<file path="config.mk">
export PLATFORM = sky130hd
export DESIGN_NAME = phy_read_datapath
export DESIGN_NICKNAME = d
export VERILOG_FILES = /design/src/source/phy_read_cfg_pkg.sv /design/src/source/phy_read_types_pkg.sv /design/src/source/phy_read_datapath.sv /design/src/source/read_latency_calibrator.sv /design/src/source/read_latency_shifter.sv /design/src/source/read_valid_selector.sv
export SDC_FILE = /design/constraint.sdc
export NUM_CORES = 1
export LEC_CHECK = 0
export ABC_AREA = 1
export BUFFER_PORTS_ARGS = -buffer_cell sky130_fd_sc_hd__buf_2
export CORE_UTILIZATION = 50
export CTS_BUF_LIST = sky130_fd_sc_hd__clkbuf_4
export DETAILED_ROUTE_END_ITERATION = 8
export HOLD_SLACK_MARGIN = 0.05
export PLACE_DENSITY = 0.76
export SYNTH_ARGS = -nofsm -noshare
export SYNTH_HDL_FRONTEND = slang
export SYNTH_SLANG_ARGS = --single-unit
export TNS_END_PERCENT = 20
</file>
<file path="constraint.sdc">
create_clock -name pll_afi_clk -period 1.6 [get_ports pll_afi_clk]
set_clock_uncertainty 0.05 [all_clocks]
set_input_delay 0.08 -clock pll_afi_clk [delete_from_list [all_inputs] [get_ports pll_afi_clk]]
set_output_delay 0.08 -clock pll_afi_clk [all_outputs]
set_load 0.05 [all_outputs]
</file>
<file path="src/source/phy_read_cfg_pkg.sv">
// read path constants: latency count width, tap count, data width, calibration pattern and window
package phy_read_cfg_pkg;

	// the latency count selects one of the shifter taps
	localparam int LATENCY_COUNT_WIDTH = 4;

	// one tap per possible latency count value
	localparam int LATENCY_NUM = 2 ** LATENCY_COUNT_WIDTH;

	// width of a single AFI read word
	localparam int DATA_WIDTH = 32;

	// calibration reads expect this word back from the memory
	localparam logic [DATA_WIDTH-1:0] CAL_PATTERN = 32'ha5c3_3c5a;

	// cycles spent waiting for the returned word of one calibration attempt
	// covers the longest tap plus the selector pipeline with some margin
	localparam int CAL_WINDOW = LATENCY_NUM + 4;

	// width of the window counter in the calibrator, sized to hold CAL_WINDOW
	localparam int CAL_WINDOW_WIDTH = $clog2(CAL_WINDOW + 1);

endpackage

</file>
<file path="src/source/phy_read_types_pkg.sv">
// read path types: calibrator state enum, AFI read word struct and calibration status struct
package phy_read_types_pkg;

	// states of the read latency calibration FSM
	// idle waits for a start pulse, issue sends one test read,
	// wait watches the returned words, next judges the attempt
	// done and fail hold the final result until the next start
	typedef enum logic [2:0] {
		cal_idle,
		cal_issue,
		cal_wait,
		cal_next,
		cal_done,
		cal_fail
	} cal_state_e;

	// one read word as seen on the AFI side
	// valid is a single cycle pulse, data is only meaningful while valid is high
	typedef struct packed {
		logic                                   valid;
		logic [phy_read_cfg_pkg::DATA_WIDTH-1:0] data;
	} afi_read_word_t;

	// calibration status as reported to the controller
	// busy covers the whole search, success and fail are levels that hold
	// until the next start, latency mirrors the count used by the selector
	typedef struct packed {
		logic                                            busy;
		logic                                            success;
		logic                                            fail;
		logic [phy_read_cfg_pkg::LATENCY_COUNT_WIDTH-1:0] latency;
	} cal_status_t;

endpackage

</file>
<file path="src/source/phy_read_datapath.sv">
// read path top level: latency shifter, latency calibrator and valid selector with their wiring
module phy_read_datapath (
	input  logic                                    pll_afi_clk,
	input  logic                                    reset_n,
	input  logic                                    ctl_rd_strobe,
	input  logic                                    cal_start,
	input  logic [phy_read_cfg_pkg::DATA_WIDTH-1:0] mem_rdata,
	output logic                                    mem_rd_strobe,
	output phy_read_types_pkg::afi_read_word_t      afi_rdata,
	output phy_read_types_pkg::cal_status_t         cal_status
);

	// test read strobe from the calibrator
	logic cal_rd_strobe;

	// calibration in progress, steers the strobe merge in the shifter
	logic cal_busy;

	// latency count chosen by the calibrator
	logic [phy_read_cfg_pkg::LATENCY_COUNT_WIDTH-1:0] latency_counter;

	// all taps of the latency chain
	logic [phy_read_cfg_pkg::LATENCY_NUM-1:0] latency_shifter;

	// strobes enter here and go out to the memory as read commands
	read_latency_shifter i_read_latency_shifter (
		.pll_afi_clk     (pll_afi_clk),
		.reset_n         (reset_n),
		.ctl_rd_strobe   (ctl_rd_strobe),
		.cal_rd_strobe   (cal_rd_strobe),
		.cal_busy        (cal_busy),
		.mem_rd_strobe   (mem_rd_strobe),
		.latency_shifter (latency_shifter)
	);

	// the calibrator watches the same AFI word that leaves the top level
	read_latency_calibrator i_read_latency_calibrator (
		.pll_afi_clk     (pll_afi_clk),
		.reset_n         (reset_n),
		.cal_start       (cal_start),
		.afi_rdata       (afi_rdata),
		.cal_rd_strobe   (cal_rd_strobe),
		.cal_busy        (cal_busy),
		.latency_counter (latency_counter),
		.cal_status      (cal_status)
	);

	// picks the tap for the current count and captures the returned word
	read_valid_selector i_read_valid_selector (
		.pll_afi_clk     (pll_afi_clk),
		.reset_n         (reset_n),
		.latency_shifter (latency_shifter),
		.latency_counter (latency_counter),
		.mem_rdata       (mem_rdata),
		.afi_rdata       (afi_rdata)
	);

endmodule

</file>
<file path="src/source/read_latency_calibrator.sv">
// read latency calibrator: FSM that searches the read latency with test reads and holds the count
module read_latency_calibrator (
	input  logic                                             pll_afi_clk,
	input  logic                                             reset_n,
	input  logic                                             cal_start,
	input  phy_read_types_pkg::afi_read_word_t               afi_rdata,
	output logic                                             cal_rd_strobe,
	output logic                                             cal_busy,
	output logic [phy_read_cfg_pkg::LATENCY_COUNT_WIDTH-1:0] latency_counter,
	output phy_read_types_pkg::cal_status_t                  cal_status
);

	// FSM state, current and next
	phy_read_types_pkg::cal_state_e state_q;
	phy_read_types_pkg::cal_state_e state_d;

	// latency count under test, also the final result once the search ends
	logic [phy_read_cfg_pkg::LATENCY_COUNT_WIDTH-1:0] latency_q;

	// cycles spent in the wait state of the current attempt
	logic [phy_read_cfg_pkg::CAL_WINDOW_WIDTH-1:0] window_q;

	// set once the current attempt has seen the expected pattern
	logic pass_q;

	// a start pulse is honoured only when no search is running
	logic start_ok;

	// last cycle of the wait window
	logic window_end;

	// the returned word matches the calibration pattern in this cycle
	logic pattern_hit;

	assign start_ok = cal_start &&
		(state_q == phy_read_types_pkg::cal_idle ||
		 state_q == phy_read_types_pkg::cal_done ||
		 state_q == phy_read_types_pkg::cal_fail);

	assign window_end = (window_q ==
		phy_read_cfg_pkg::CAL_WINDOW_WIDTH'(phy_read_cfg_pkg::CAL_WINDOW - 1));

	assign pattern_hit = afi_rdata.valid && (afi_rdata.data == phy_read_cfg_pkg::CAL_PATTERN);

	// next state logic
	// one attempt is issue (1 cycle), wait (CAL_WINDOW cycles) and next (1 cycle)
	always_comb
	begin
		state_d = state_q;
		case (state_q)
			phy_read_types_pkg::cal_idle,
			phy_read_types_pkg::cal_done,
			phy_read_types_pkg::cal_fail:
			begin
				if (start_ok)
					state_d = phy_read_types_pkg::cal_issue;
			end
			phy_read_types_pkg::cal_issue:
			begin
				state_d = phy_read_types_pkg::cal_wait;
			end
			phy_read_types_pkg::cal_wait:
			begin
				if (window_end)
					state_d = phy_read_types_pkg::cal_next;
			end
			phy_read_types_pkg::cal_next:
			begin
				// a pass wins over the end of the count range
				if (pass_q)
					state_d = phy_read_types_pkg::cal_done;
				else if (&latency_q)
					state_d = phy_read_types_pkg::cal_fail;
				else
					state_d = phy_read_types_pkg::cal_issue;
			end
			default:
			begin
				state_d = phy_read_types_pkg::cal_idle;
			end
		endcase
	end

	always_ff @(posedge pll_afi_clk or negedge reset_n)
	begin
		if (!reset_n)
			state_q <= phy_read_types_pkg::cal_idle;
		else
			state_q <= state_d;
	end

	// the count restarts from zero on every start and steps up after a failed attempt
	// it stays at the passing value in done and at the maximum in fail
	always_ff @(posedge pll_afi_clk or negedge reset_n)
	begin
		if (!reset_n)
		begin
			latency_q <= '0;
		end
		else if (start_ok)
		begin
			latency_q <= '0;
		end
		else if (state_q == phy_read_types_pkg::cal_next && !pass_q && !(&latency_q))
		begin
			latency_q <= latency_q + 1'b1;
		end
	end

	// window counter and pass flag, both rearmed when the test read goes out
	always_ff @(posedge pll_afi_clk or negedge reset_n)
	begin
		if (!reset_n)
		begin
			window_q <= '0;
			pass_q   <= 1'b0;
		end
		else if (state_q == phy_read_types_pkg::cal_issue)
		begin
			window_q <= '0;
			pass_q   <= 1'b0;
		end
		else if (state_q == phy_read_types_pkg::cal_wait)
		begin
			window_q <= window_q + 1'b1;
			// only a word flagged valid by the selector counts,
			// so the pattern must line up with the count under test
			if (pattern_hit)
				pass_q <= 1'b1;
		end
	end

	// one test read per attempt, sampled by the shifter as the FSM leaves issue
	assign cal_rd_strobe = (state_q == phy_read_types_pkg::cal_issue);

	// busy spans the whole search and gives the read path to the calibrator
	assign cal_busy = (state_q == phy_read_types_pkg::cal_issue) ||
		(state_q == phy_read_types_pkg::cal_wait) ||
		(state_q == phy_read_types_pkg::cal_next);

	assign latency_counter = latency_q;

	// busy drops in the same cycle that success or fail comes up
	assign cal_status = '{
		busy:    cal_busy,
		success: (state_q == phy_read_types_pkg::cal_done),
		fail:    (state_q == phy_read_types_pkg::cal_fail),
		latency: latency_q
	};

endmodule

</file>
<file path="src/source/read_latency_shifter.sv">
// read latency shifter: merges read strobes, drives the memory read command, shifts the taps
module read_latency_shifter (
	input  logic                                     pll_afi_clk,
	input  logic                                     reset_n,
	input  logic                                     ctl_rd_strobe,
	input  logic                                     cal_rd_strobe,
	input  logic                                     cal_busy,
	output logic                                     mem_rd_strobe,
	output logic [phy_read_cfg_pkg::LATENCY_NUM-1:0] latency_shifter
);

	// strobe chosen for this cycle, before it enters tap 0
	logic rd_strobe_merged;

	// taps of the latency chain, bit k is the strobe delayed by k+1 edges
	logic [phy_read_cfg_pkg::LATENCY_NUM-1:0] shift_q;

	// calibration owns the read path while it is busy
	// controller strobes that arrive meanwhile are dropped on purpose,
	// the controller is not expected to read before calibration ends
	always_comb
	begin
		if (cal_busy)
			rd_strobe_merged = cal_rd_strobe;
		else
			rd_strobe_merged = ctl_rd_strobe;
	end

	// the chain moves one place per cycle and takes the new strobe into tap 0
	// every tap is a plain flop so back to back strobes are kept apart
	always_ff @(posedge pll_afi_clk or negedge reset_n)
	begin
		if (!reset_n)
		begin
			shift_q <= '0;
		end
		else
		begin
			shift_q <= {shift_q[phy_read_cfg_pkg::LATENCY_NUM-2:0], rd_strobe_merged};
		end
	end

	// tap 0 is the registered strobe and goes straight out as the read command
	assign mem_rd_strobe = shift_q[0];

	// all taps go to the valid selector, which picks one by latency count
	assign latency_shifter = shift_q;

endmodule

</file>
<file path="src/source/read_valid_selector.sv">
// read valid selector: decodes the latency count, masks the shifter taps, registers valid and data
module read_valid_selector (
	input  logic                                             pll_afi_clk,
	input  logic                                             reset_n,
	input  logic [phy_read_cfg_pkg::LATENCY_NUM-1:0]         latency_shifter,
	input  logic [phy_read_cfg_pkg::LATENCY_COUNT_WIDTH-1:0] latency_counter,
	input  logic [phy_read_cfg_pkg::DATA_WIDTH-1:0]          mem_rdata,
	output phy_read_types_pkg::afi_read_word_t               afi_rdata
);

	// one-hot form of the latency count, straight from the decoder
	logic [phy_read_cfg_pkg::LATENCY_NUM-1:0] selector;

	// registered one-hot select, one cycle behind the count
	logic [phy_read_cfg_pkg::LATENCY_NUM-1:0] selector_reg;

	// taps that survive the mask, registered
	logic [phy_read_cfg_pkg::LATENCY_NUM-1:0] valid_select_reg;

	// outgoing valid pulse and captured word
	logic                                    read_valid;
	logic [phy_read_cfg_pkg::DATA_WIDTH-1:0] read_data;

	// decoder, bit n is set when the count equals n
	assign selector = {{(phy_read_cfg_pkg::LATENCY_NUM - 1){1'b0}}, 1'b1} << latency_counter;

	// a count of k picks tap k, then two more flops give a total latency of k+2
	always_ff @(posedge pll_afi_clk or negedge reset_n)
	begin
		if (!reset_n)
		begin
			selector_reg     <= '0;
			valid_select_reg <= '0;
			read_valid       <= 1'b0;
		end
		else
		begin
			selector_reg     <= selector;
			valid_select_reg <= selector_reg & latency_shifter;
			read_valid       <= |valid_select_reg;
		end
	end

	// the memory word is captured every cycle at the same edge as valid
	// so data lines up with the pulse without any extra tracking
	always_ff @(posedge pll_afi_clk)
	begin
		read_data <= mem_rdata;
	end

	assign afi_rdata = '{valid: read_valid, data: read_data};

endmodule

</file>
==> impl_metrics.csv, run 1 <==
group,metric,value,unit
status,status,"finished clean",
clocking,clk_pin_slew_worst_paths,0.16,ns
worst_setup_path,cp.depth,4,
worst_setup_path,crit_top_cell,"nand2_1",
layout,diodes,0,
worst_setup_path,critPathRequiredTime,1.47,ns
placed_design,hpwlAfterDp,3913,µm
worst_setup_path,crit_family,"flip-flops",
global_route,grt_pass1_wl,9735,µm
layout,multi_input_area,646.9,µm²
detailed_routing,antenna_left,0,
worst_setup_path,worstSetupPathType,"reg2out",
synth,seq_area_frac_synth,71.95,%
detailed_routing,drt-initial-drc-count,77,
die,start_util,51.76,%
detailed_routing,drt_pass1_iterations,6,
sta,setup_viol,0,
sta,rsz0062_at_grt,"yes",
worst_setup_path,crit_buf_inv,2,
synth,syn_nets,315,
clocking,clkLatencyLatePin,0.42,ns
worst_setup_path,r2r_setup_slack,0.17,ns
detailed_routing,wl,6013,µm
layout,fin_util,68.26,%
synth,syn_area,3047,µm²
die,die_w,80.06,µm
worst_setup_path,slowest_stage,"dfrtp_1",
detailed_routing,vias_per_cell,4.581,
layout,nets,436,
clocking,ctsLongestPathBuffers,2,
clocking,post_cts_buffers,0,
sta,slew_viol_final,0,
clocking,cts_buffers,9,
power_and_ir_drop,power_leakage,2.154,nW
worst_setup_path,worstSetupEndpointType,"output port",
layout,seq_area,2193,µm²
synth,ys_types,25,
die,die_h,80.06,µm
worst_setup_path,reg2reg_from,"i_read_latency_calibrator.state_q[2]$_DFFE_PN0P_",
detailed_routing,routedWlPerCell,12.71,µm
layout,largest_register_ffs,32,
die,rows,28,
die,pin_count,77,
worst_setup_path,reg2reg_to,"i_read_latency_calibrator.window_q[1]$_DFFE_PN0P_",
global_route,antenna_found_initial,0,
hold_path,hold_path.class,"in2async",
worst_setup_path,cp_max_fo,4,
clocking,cts_root_buf,"clkbuf_4",
clocking,cts_tree,"yes",
layout,regMostFlops,"i_read_valid_selector.read_data",
worst_setup_path,slowest_delay,0.44,ns
worst_setup_path,start_kind,"register",
worst_setup_path,ff2ff_path_depth,7,
synth,synth_seq_cells,94,
layout,area_growth_syn_to_layout,31.87,%
power_and_ir_drop,irDropWorstVdd,1100,µV
worst_setup_path,path_cells,"inv_1 -> nand2_1 -> nand2_1 -> buf_6",
synth,postSynthCellCount,272,
worst_setup_path,arrival,1.38,ns
synth,avgSynthCellArea,11.20,µm²
layout,drive_gt1_share,26.88,%
power_and_ir_drop,power_density,1404,nW/µm²
die,core_area,5886,µm²
die,dieArea,6410,µm²
detailed_routing,vias,2167,
global_route,grt_overflow_total,0,
synth,synth_warnings,0,
clocking,cts-htree-levels,3,
global_route,grt_use_total,20.84,%
placed_design,numPortBuffers,76,
sta,maxSlewHeadroom,78.03,%
detailed_routing,drc,0,
sta,max_freq,662.8,MHz
sta,holdWs,0.1289,ns
sta,fin_crit_sh,94.30,%
sta,setup-tns-final,0,ns
sta,finalCriticalPeriod,1.509,ns
sta,tightest_slew,0.3265,ns
job,maxCapViolCount,0,
layout,fill_cells,422,
clocking,cts.sinks,94,
placed_design,gp_congestion,0.8033,
global_route,grt_max_degree,63,
sta,hold_viol_final,0,
global_route,grt_pass1_vias,2121,
## cell families after synthesis
kind of cell	share of synthesized area, %
simple gates	15.32
fa+ha+maj	2.875
buf+inv	6.817
compound gates	3.039
flops	71.95
## stage by stage
stage	cells	power, mW	instance area [µm²]	setup slack [ns]
floorplan	272	4.057	3048	0.04870
global placement	422	4.369	3533	0.3208
detailed placement	422	4.427	3533	0.2353
CTS	473	5.639	4009	0.02136
global route	473	5.948	4018	-0.002887
finish	473	5.640	4018	0.09122
## layout by cell type (no fill, tap or decap)
master / synthesis / layout
a22o_1: 1 / 1
clkinv_2: 0 / 1
o21a_1: 1 / 1
nor2_2: 2 / 2
nand3b_1: 2 / 2
a21oi_1: 5 / 5
ha_1: 7 / 7
clkbuf_4: 0 / 9
nor3_1: 13 / 13
inv_1: 46 / 45
buf_6: 0 / 1
inv_2: 2 / 3
dfrtp_2: 0 / 1
nand4_1: 2 / 2
dlygate4sd3_1: 0 / 35
buf_12: 0 / 1
buf_2: 1 / 73
o22ai_1: 1 / 1
nor2_4: 1 / 1
nor3_4: 1 / 1
nor2_1: 19 / 19
clkinv_1: 1 / 2
inv_6: 0 / 3
buf_4: 2 / 4
nor4_1: 4 / 4
dfrtp_1: 62 / 61
o21ai_0: 9 / 9
inv_8: 0 / 1
dfxtp_1: 32 / 32
nand2_1: 43 / 43
nand3_1: 9 / 9
nand2_2: 5 / 5
clkinv_4: 0 / 1
## Yosys cell counts (all sizes together)
cell type / n / area share, %
a21oi: 5 / 0.82
a22o: 1 / 0.29
buf: 3 / 0.66
clkbuf: 1 / 0.12
clkinv: 1 / 0.12
dfrtp: 62 / 51
dfxtp: 32 / 21
ha: 7 / 2.9
inv: 48 / 5.9
nand2: 48 / 6.3
nand3: 9 / 1.5
nand3b: 2 / 0.49
nand4: 2 / 0.41
nor2: 22 / 3.1
nor3: 14 / 2.7
nor4: 4 / 0.82
o21a: 1 / 0.25
o21ai: 9 / 1.5
o22ai: 1 / 0.21
## how the worst max path moves through the flow
stage | start | to | slack, ns
6_report | i_read_latency_calibrator.state_q[2]$_DFFE_PN0P_ | cal_status[6] | 0.09
3_3_place_gp | i_read_latency_calibrator.state_q[2]$_DFFE_PN0P_ | i_read_latency_calibrator.window_q[1]$_DFFE_PN0P_ | 0.32
2_1_floorplan | i_read_latency_calibrator.latency_counter[1]$_DFFE_PN0P_ | i_read_latency_calibrator.latency_counter[0]$_DFFE_PN0P_ | 0.05
3_5_place_dp | i_read_latency_calibrator.state_q[2]$_DFFE_PN0P_ | i_read_latency_calibrator.window_q[1]$_DFFE_PN0P_ | 0.24
4_1_cts | i_read_latency_calibrator.state_q[1]$_DFFE_PN0P_ | cal_status[4] | 0.02
5_1_grt | i_read_latency_calibrator.state_q[2]$_DFFE_PN0P_ | cal_status[6] | -0.003
## worst min-delay path, cell delays in order
cell	delay (ns)
dlygate4sd3_1	0.52
buf_2	0.12
buf_12	0.28
## where the power goes
part / switching (mW) / internal (mW) / total (mW)
Sequential: 0.266 / 2.79 / 3.06
Clock: 0.811 / 0.344 / 1.16
Combinational: 0.986 / 0.442 / 1.43
## per-layer routing
| metal | GRT usage [%] | wire [µm] | vias to the layer above |
|---|---|---|---|
| met1 | 23.97 | 2389 | 1022 |
| li1 | - | - | 1089 |
| met4 | 9.643 | 112 | 0 |
| met5 | 0 | 0 | - |
| met3 | 5.114 | 215 | 8 |
| met2 | 36.50 | 3296 | 48 |
## final cells by class
cell class,instances,share of cell area (%)
clock buffer,9,1.682
clock inverter,7,1.370
inverter,49,4.578
multi-input combinational,125,16.10
sequential,94,54.59
tap,75,2.336
timing repair buffer,114,19.34
## what timing repair did
action,4_1_cts,5_1_grt
hold buffers,35,0
cloned,0,0
endpoints found under the setup margin,1,3
gates resized for setup,1,6
hold endpoints to repair,101,0
Power figures use the tool's default switching activity.
==> inputs of run 2 (changes only) <==
--- a/config.mk
+++ b/config.mk
@@ -6,7 +6,7 @@
 export NUM_CORES = 1
 export LEC_CHECK = 0
 export ABC_AREA = 1
-export BUFFER_PORTS_ARGS = -buffer_cell sky130_fd_sc_hd__buf_2
+export BUFFER_PORTS_ARGS = -buffer_cell sky130_fd_sc_hd__buf_4
 export CORE_UTILIZATION = 50
 export CTS_BUF_LIST = sky130_fd_sc_hd__clkbuf_4
 export DETAILED_ROUTE_END_ITERATION = 8
==> impl_metrics.csv, run 2 (synthesis gave the netlist of run 1 again) <==
group,metric,value,unit
placed_design,hpwlAfterDp,4019,µm
die,pin_count,77,
status,status,"finished clean",
die,rows,28,
die,die_h,80.06,µm
power_and_ir_drop,total_power,5.667,mW
sta,slew_viol_final,0,
layout,diodes,0,
layout,regMostFlops,"i_read_valid_selector.read_data",
job,maxCapViolCount,0,
global_route,antenna_found_initial,0,
sta,max_freq,661.4,MHz
clocking,clkLatencyLatePin,0.43,ns
power_and_ir_drop,power_frac_clock,19.6,%
power_and_ir_drop,intPower,3.633,mW
sta,hold_viol_final,0,
clocking,cts.sinks,94,
placed_design,numPortBuffers,76,
layout,instances_no_fill,473,
clocking,cts_root_buf,"clkbuf_4",
worst_setup_path,start_kind,"register",
layout,final_common_cell,"buf_4",
global_route,grt_use_total,21.80,%
layout,final_cell_mix,"buf_4 (77), dfrtp_1 (61), inv_1 (46), nand2_1 (43), dlygate4sd3_1 (35)",
detailed_routing,vias,2184,
worst_setup_path,slowest_delay,0.45,ns
power_and_ir_drop,irDropWorstVdd,964.2,µV
detailed_routing,routedWlPerCell,13.33,µm
worst_setup_path,path_cells,"inv_1 -> nand2_1 -> nor2_1 -> buf_4",
die,die_w,80.06,µm
detailed_routing,vias_per_cell,4.617,
power_and_ir_drop,combPwrFrac,26.4,%
detailed_routing,antenna_left,0,
layout,largest_register_ffs,32,
worst_setup_path,worstSetupPathType,"reg2out",
detailed_routing,drt_pass1_iterations,4,
clocking,ctsLongestPathBuffers,2,
placed_design,gp_congestion,0.8715,
worst_setup_path,arrival,1.38,ns
detailed_routing,drt-initial-drc-count,109,
worst_setup_path,cp_max_fo,5,
sta,setup-tns-final,0,ns
global_route,grt_max_degree,63,
sta,fin_ws,0.08807,ns
global_route,grt_pass1_vias,2246,
sta,fin_crit_sh,94.50,%
clocking,post_cts_buffers,0,
clocking,clk_pin_slew_worst_paths,0.15,ns
layout,area_growth_syn_to_layout,37.70,%
power_and_ir_drop,switching_power,2.035,mW
worst_setup_path,critPathRequiredTime,1.47,ns
power_and_ir_drop,switching_share,35.90,%
die,core_area,5886,µm²
die,start_util,51.76,%
hold_path,hold_path.class,"in2async",
detailed_routing,wl,6305,µm
sta,tightest_slew,0.3382,ns
worst_setup_path,r2r_setup_slack,0.20,ns
clocking,cts_buffers,9,
sta,setup_viol,0,
layout,nets,436,
placed_design,dp.cells,422,
clocking,cts-htree-levels,3,
clocking,cts_tree,"yes",
power_and_ir_drop,power_leakage,2.204,nW
worst_setup_path,slowest_stage,"dfrtp_1",
die,dieArea,6410,µm²
detailed_routing,drc,0,
sta,finalCriticalPeriod,1.512,ns
global_route,grt_pass1_wl,10060,µm
global_route,grt_overflow_total,0,
layout,drive_gt1_share,26.63,%
power_and_ir_drop,sequentialPowerShare,54.0,%
sta,maxSlewHeadroom,77.25,%
power_and_ir_drop,power_density,1351,nW/µm²
worst_setup_path,worstSetupEndpointType,"output port",
sta,rsz0062_at_grt,"no",
placed_design,pre_cts_slack,0.2325,ns
## run 2: cell count changes in the layout (fill, tap and decap cells not counted)
cell and change:
buf_2 -73, buf_4 +73, clkinv_4 +1, clkinvlp_4 +2, inv_1 +1, inv_2 -1, inv_6 -2, inv_8 -1
## run 2: area by class of cell
| cell class | instances | area (µm²) |
|---|---|---|
| clock buffer | 9 | 67.56 |
| clock inverter | 7 | 50.05 |
| fill | 438 | 1690 |
| inverter | 49 | 183.9 |
| multi-input combinational | 125 | 646.9 |
| sequential | 94 | 2193 |
| tap | 75 | 93.84 |
| timing repair buffer | 114 | 959.7 |
## run 2: metal layers
layer,track usage [%],wire length (µm),vias up
li1,-,-,1077
met1,23.84,2525,1031
met2,38.80,3354,52
met3,4.318,189,24
met4,13.21,235,0
met5,0,0,-
## run 2: critical path: cells and delay by family (launching register included)
| family | cells | cell delay [ns] |
|---|---|---|
| AND/OR/NAND/NOR | 2 | 0.17 |
| buffers and inverters | 2 | 0.33 |
| flip-flops | 1 | 0.45 |
## run 2: final timing paths
path | cells after the start | start | to
min reg2reg | 0 | i_read_latency_shifter.latency_shifter[2]$_DFF_PN0_ | i_read_latency_shifter.latency_shifter[3]$_DFF_PN0_
max reg2reg | 7 | i_read_latency_calibrator.state_q[2]$_DFFE_PN0P_ | i_read_latency_calibrator.window_q[1]$_DFFE_PN0P_
min | 3 | reset_n | i_read_latency_shifter.latency_shifter[12]$_DFF_PN0_
max | 4 | i_read_latency_calibrator.state_q[1]$_DFFE_PN0P_ | cal_status[4]
min in group pll_afi_clk | 2 | mem_rdata[25] | i_read_valid_selector.read_data[25]$_DFF_P_
max in group asynchronous | 3 | reset_n | i_read_latency_calibrator.latency_counter[2]$_DFFE_PN0P_
## run 2: metrics by stage
step	hold slack (ns)	utilization, %	cell area, µm²
finish	0.1016	71.28	4195
global route	0.1337	71.28	4195
CTS	0.09991	71.22	4192
detailed placement	0.04322	63.27	3724
global placement	0.04225	63.27	3724
floorplan	-0.2656	-	3048
## run 2: power groups by stage
stage | Clock [mW] | Combinational, mW | Sequential, mW
after detailed placement | 0 | 1.41 | 3.11
after global placement | 0 | 1.38 | 3.09
after global routing | 1.21 | 1.63 | 3.12
after floorplan | 0 | 0.730 | 3.33
final | 1.11 | 1.50 | 3.06
after CTS | 1.13 | 1.48 | 3.06
## run 2: repair_timing
| item | CTS | global route |
|---|---|---|
| endpoints found under the setup margin | 0 | 1 |
| hold buffers | 35 | 0 |
| resized for setup | 0 | 1 |
| endpoints found under the hold margin | 101 | 0 |
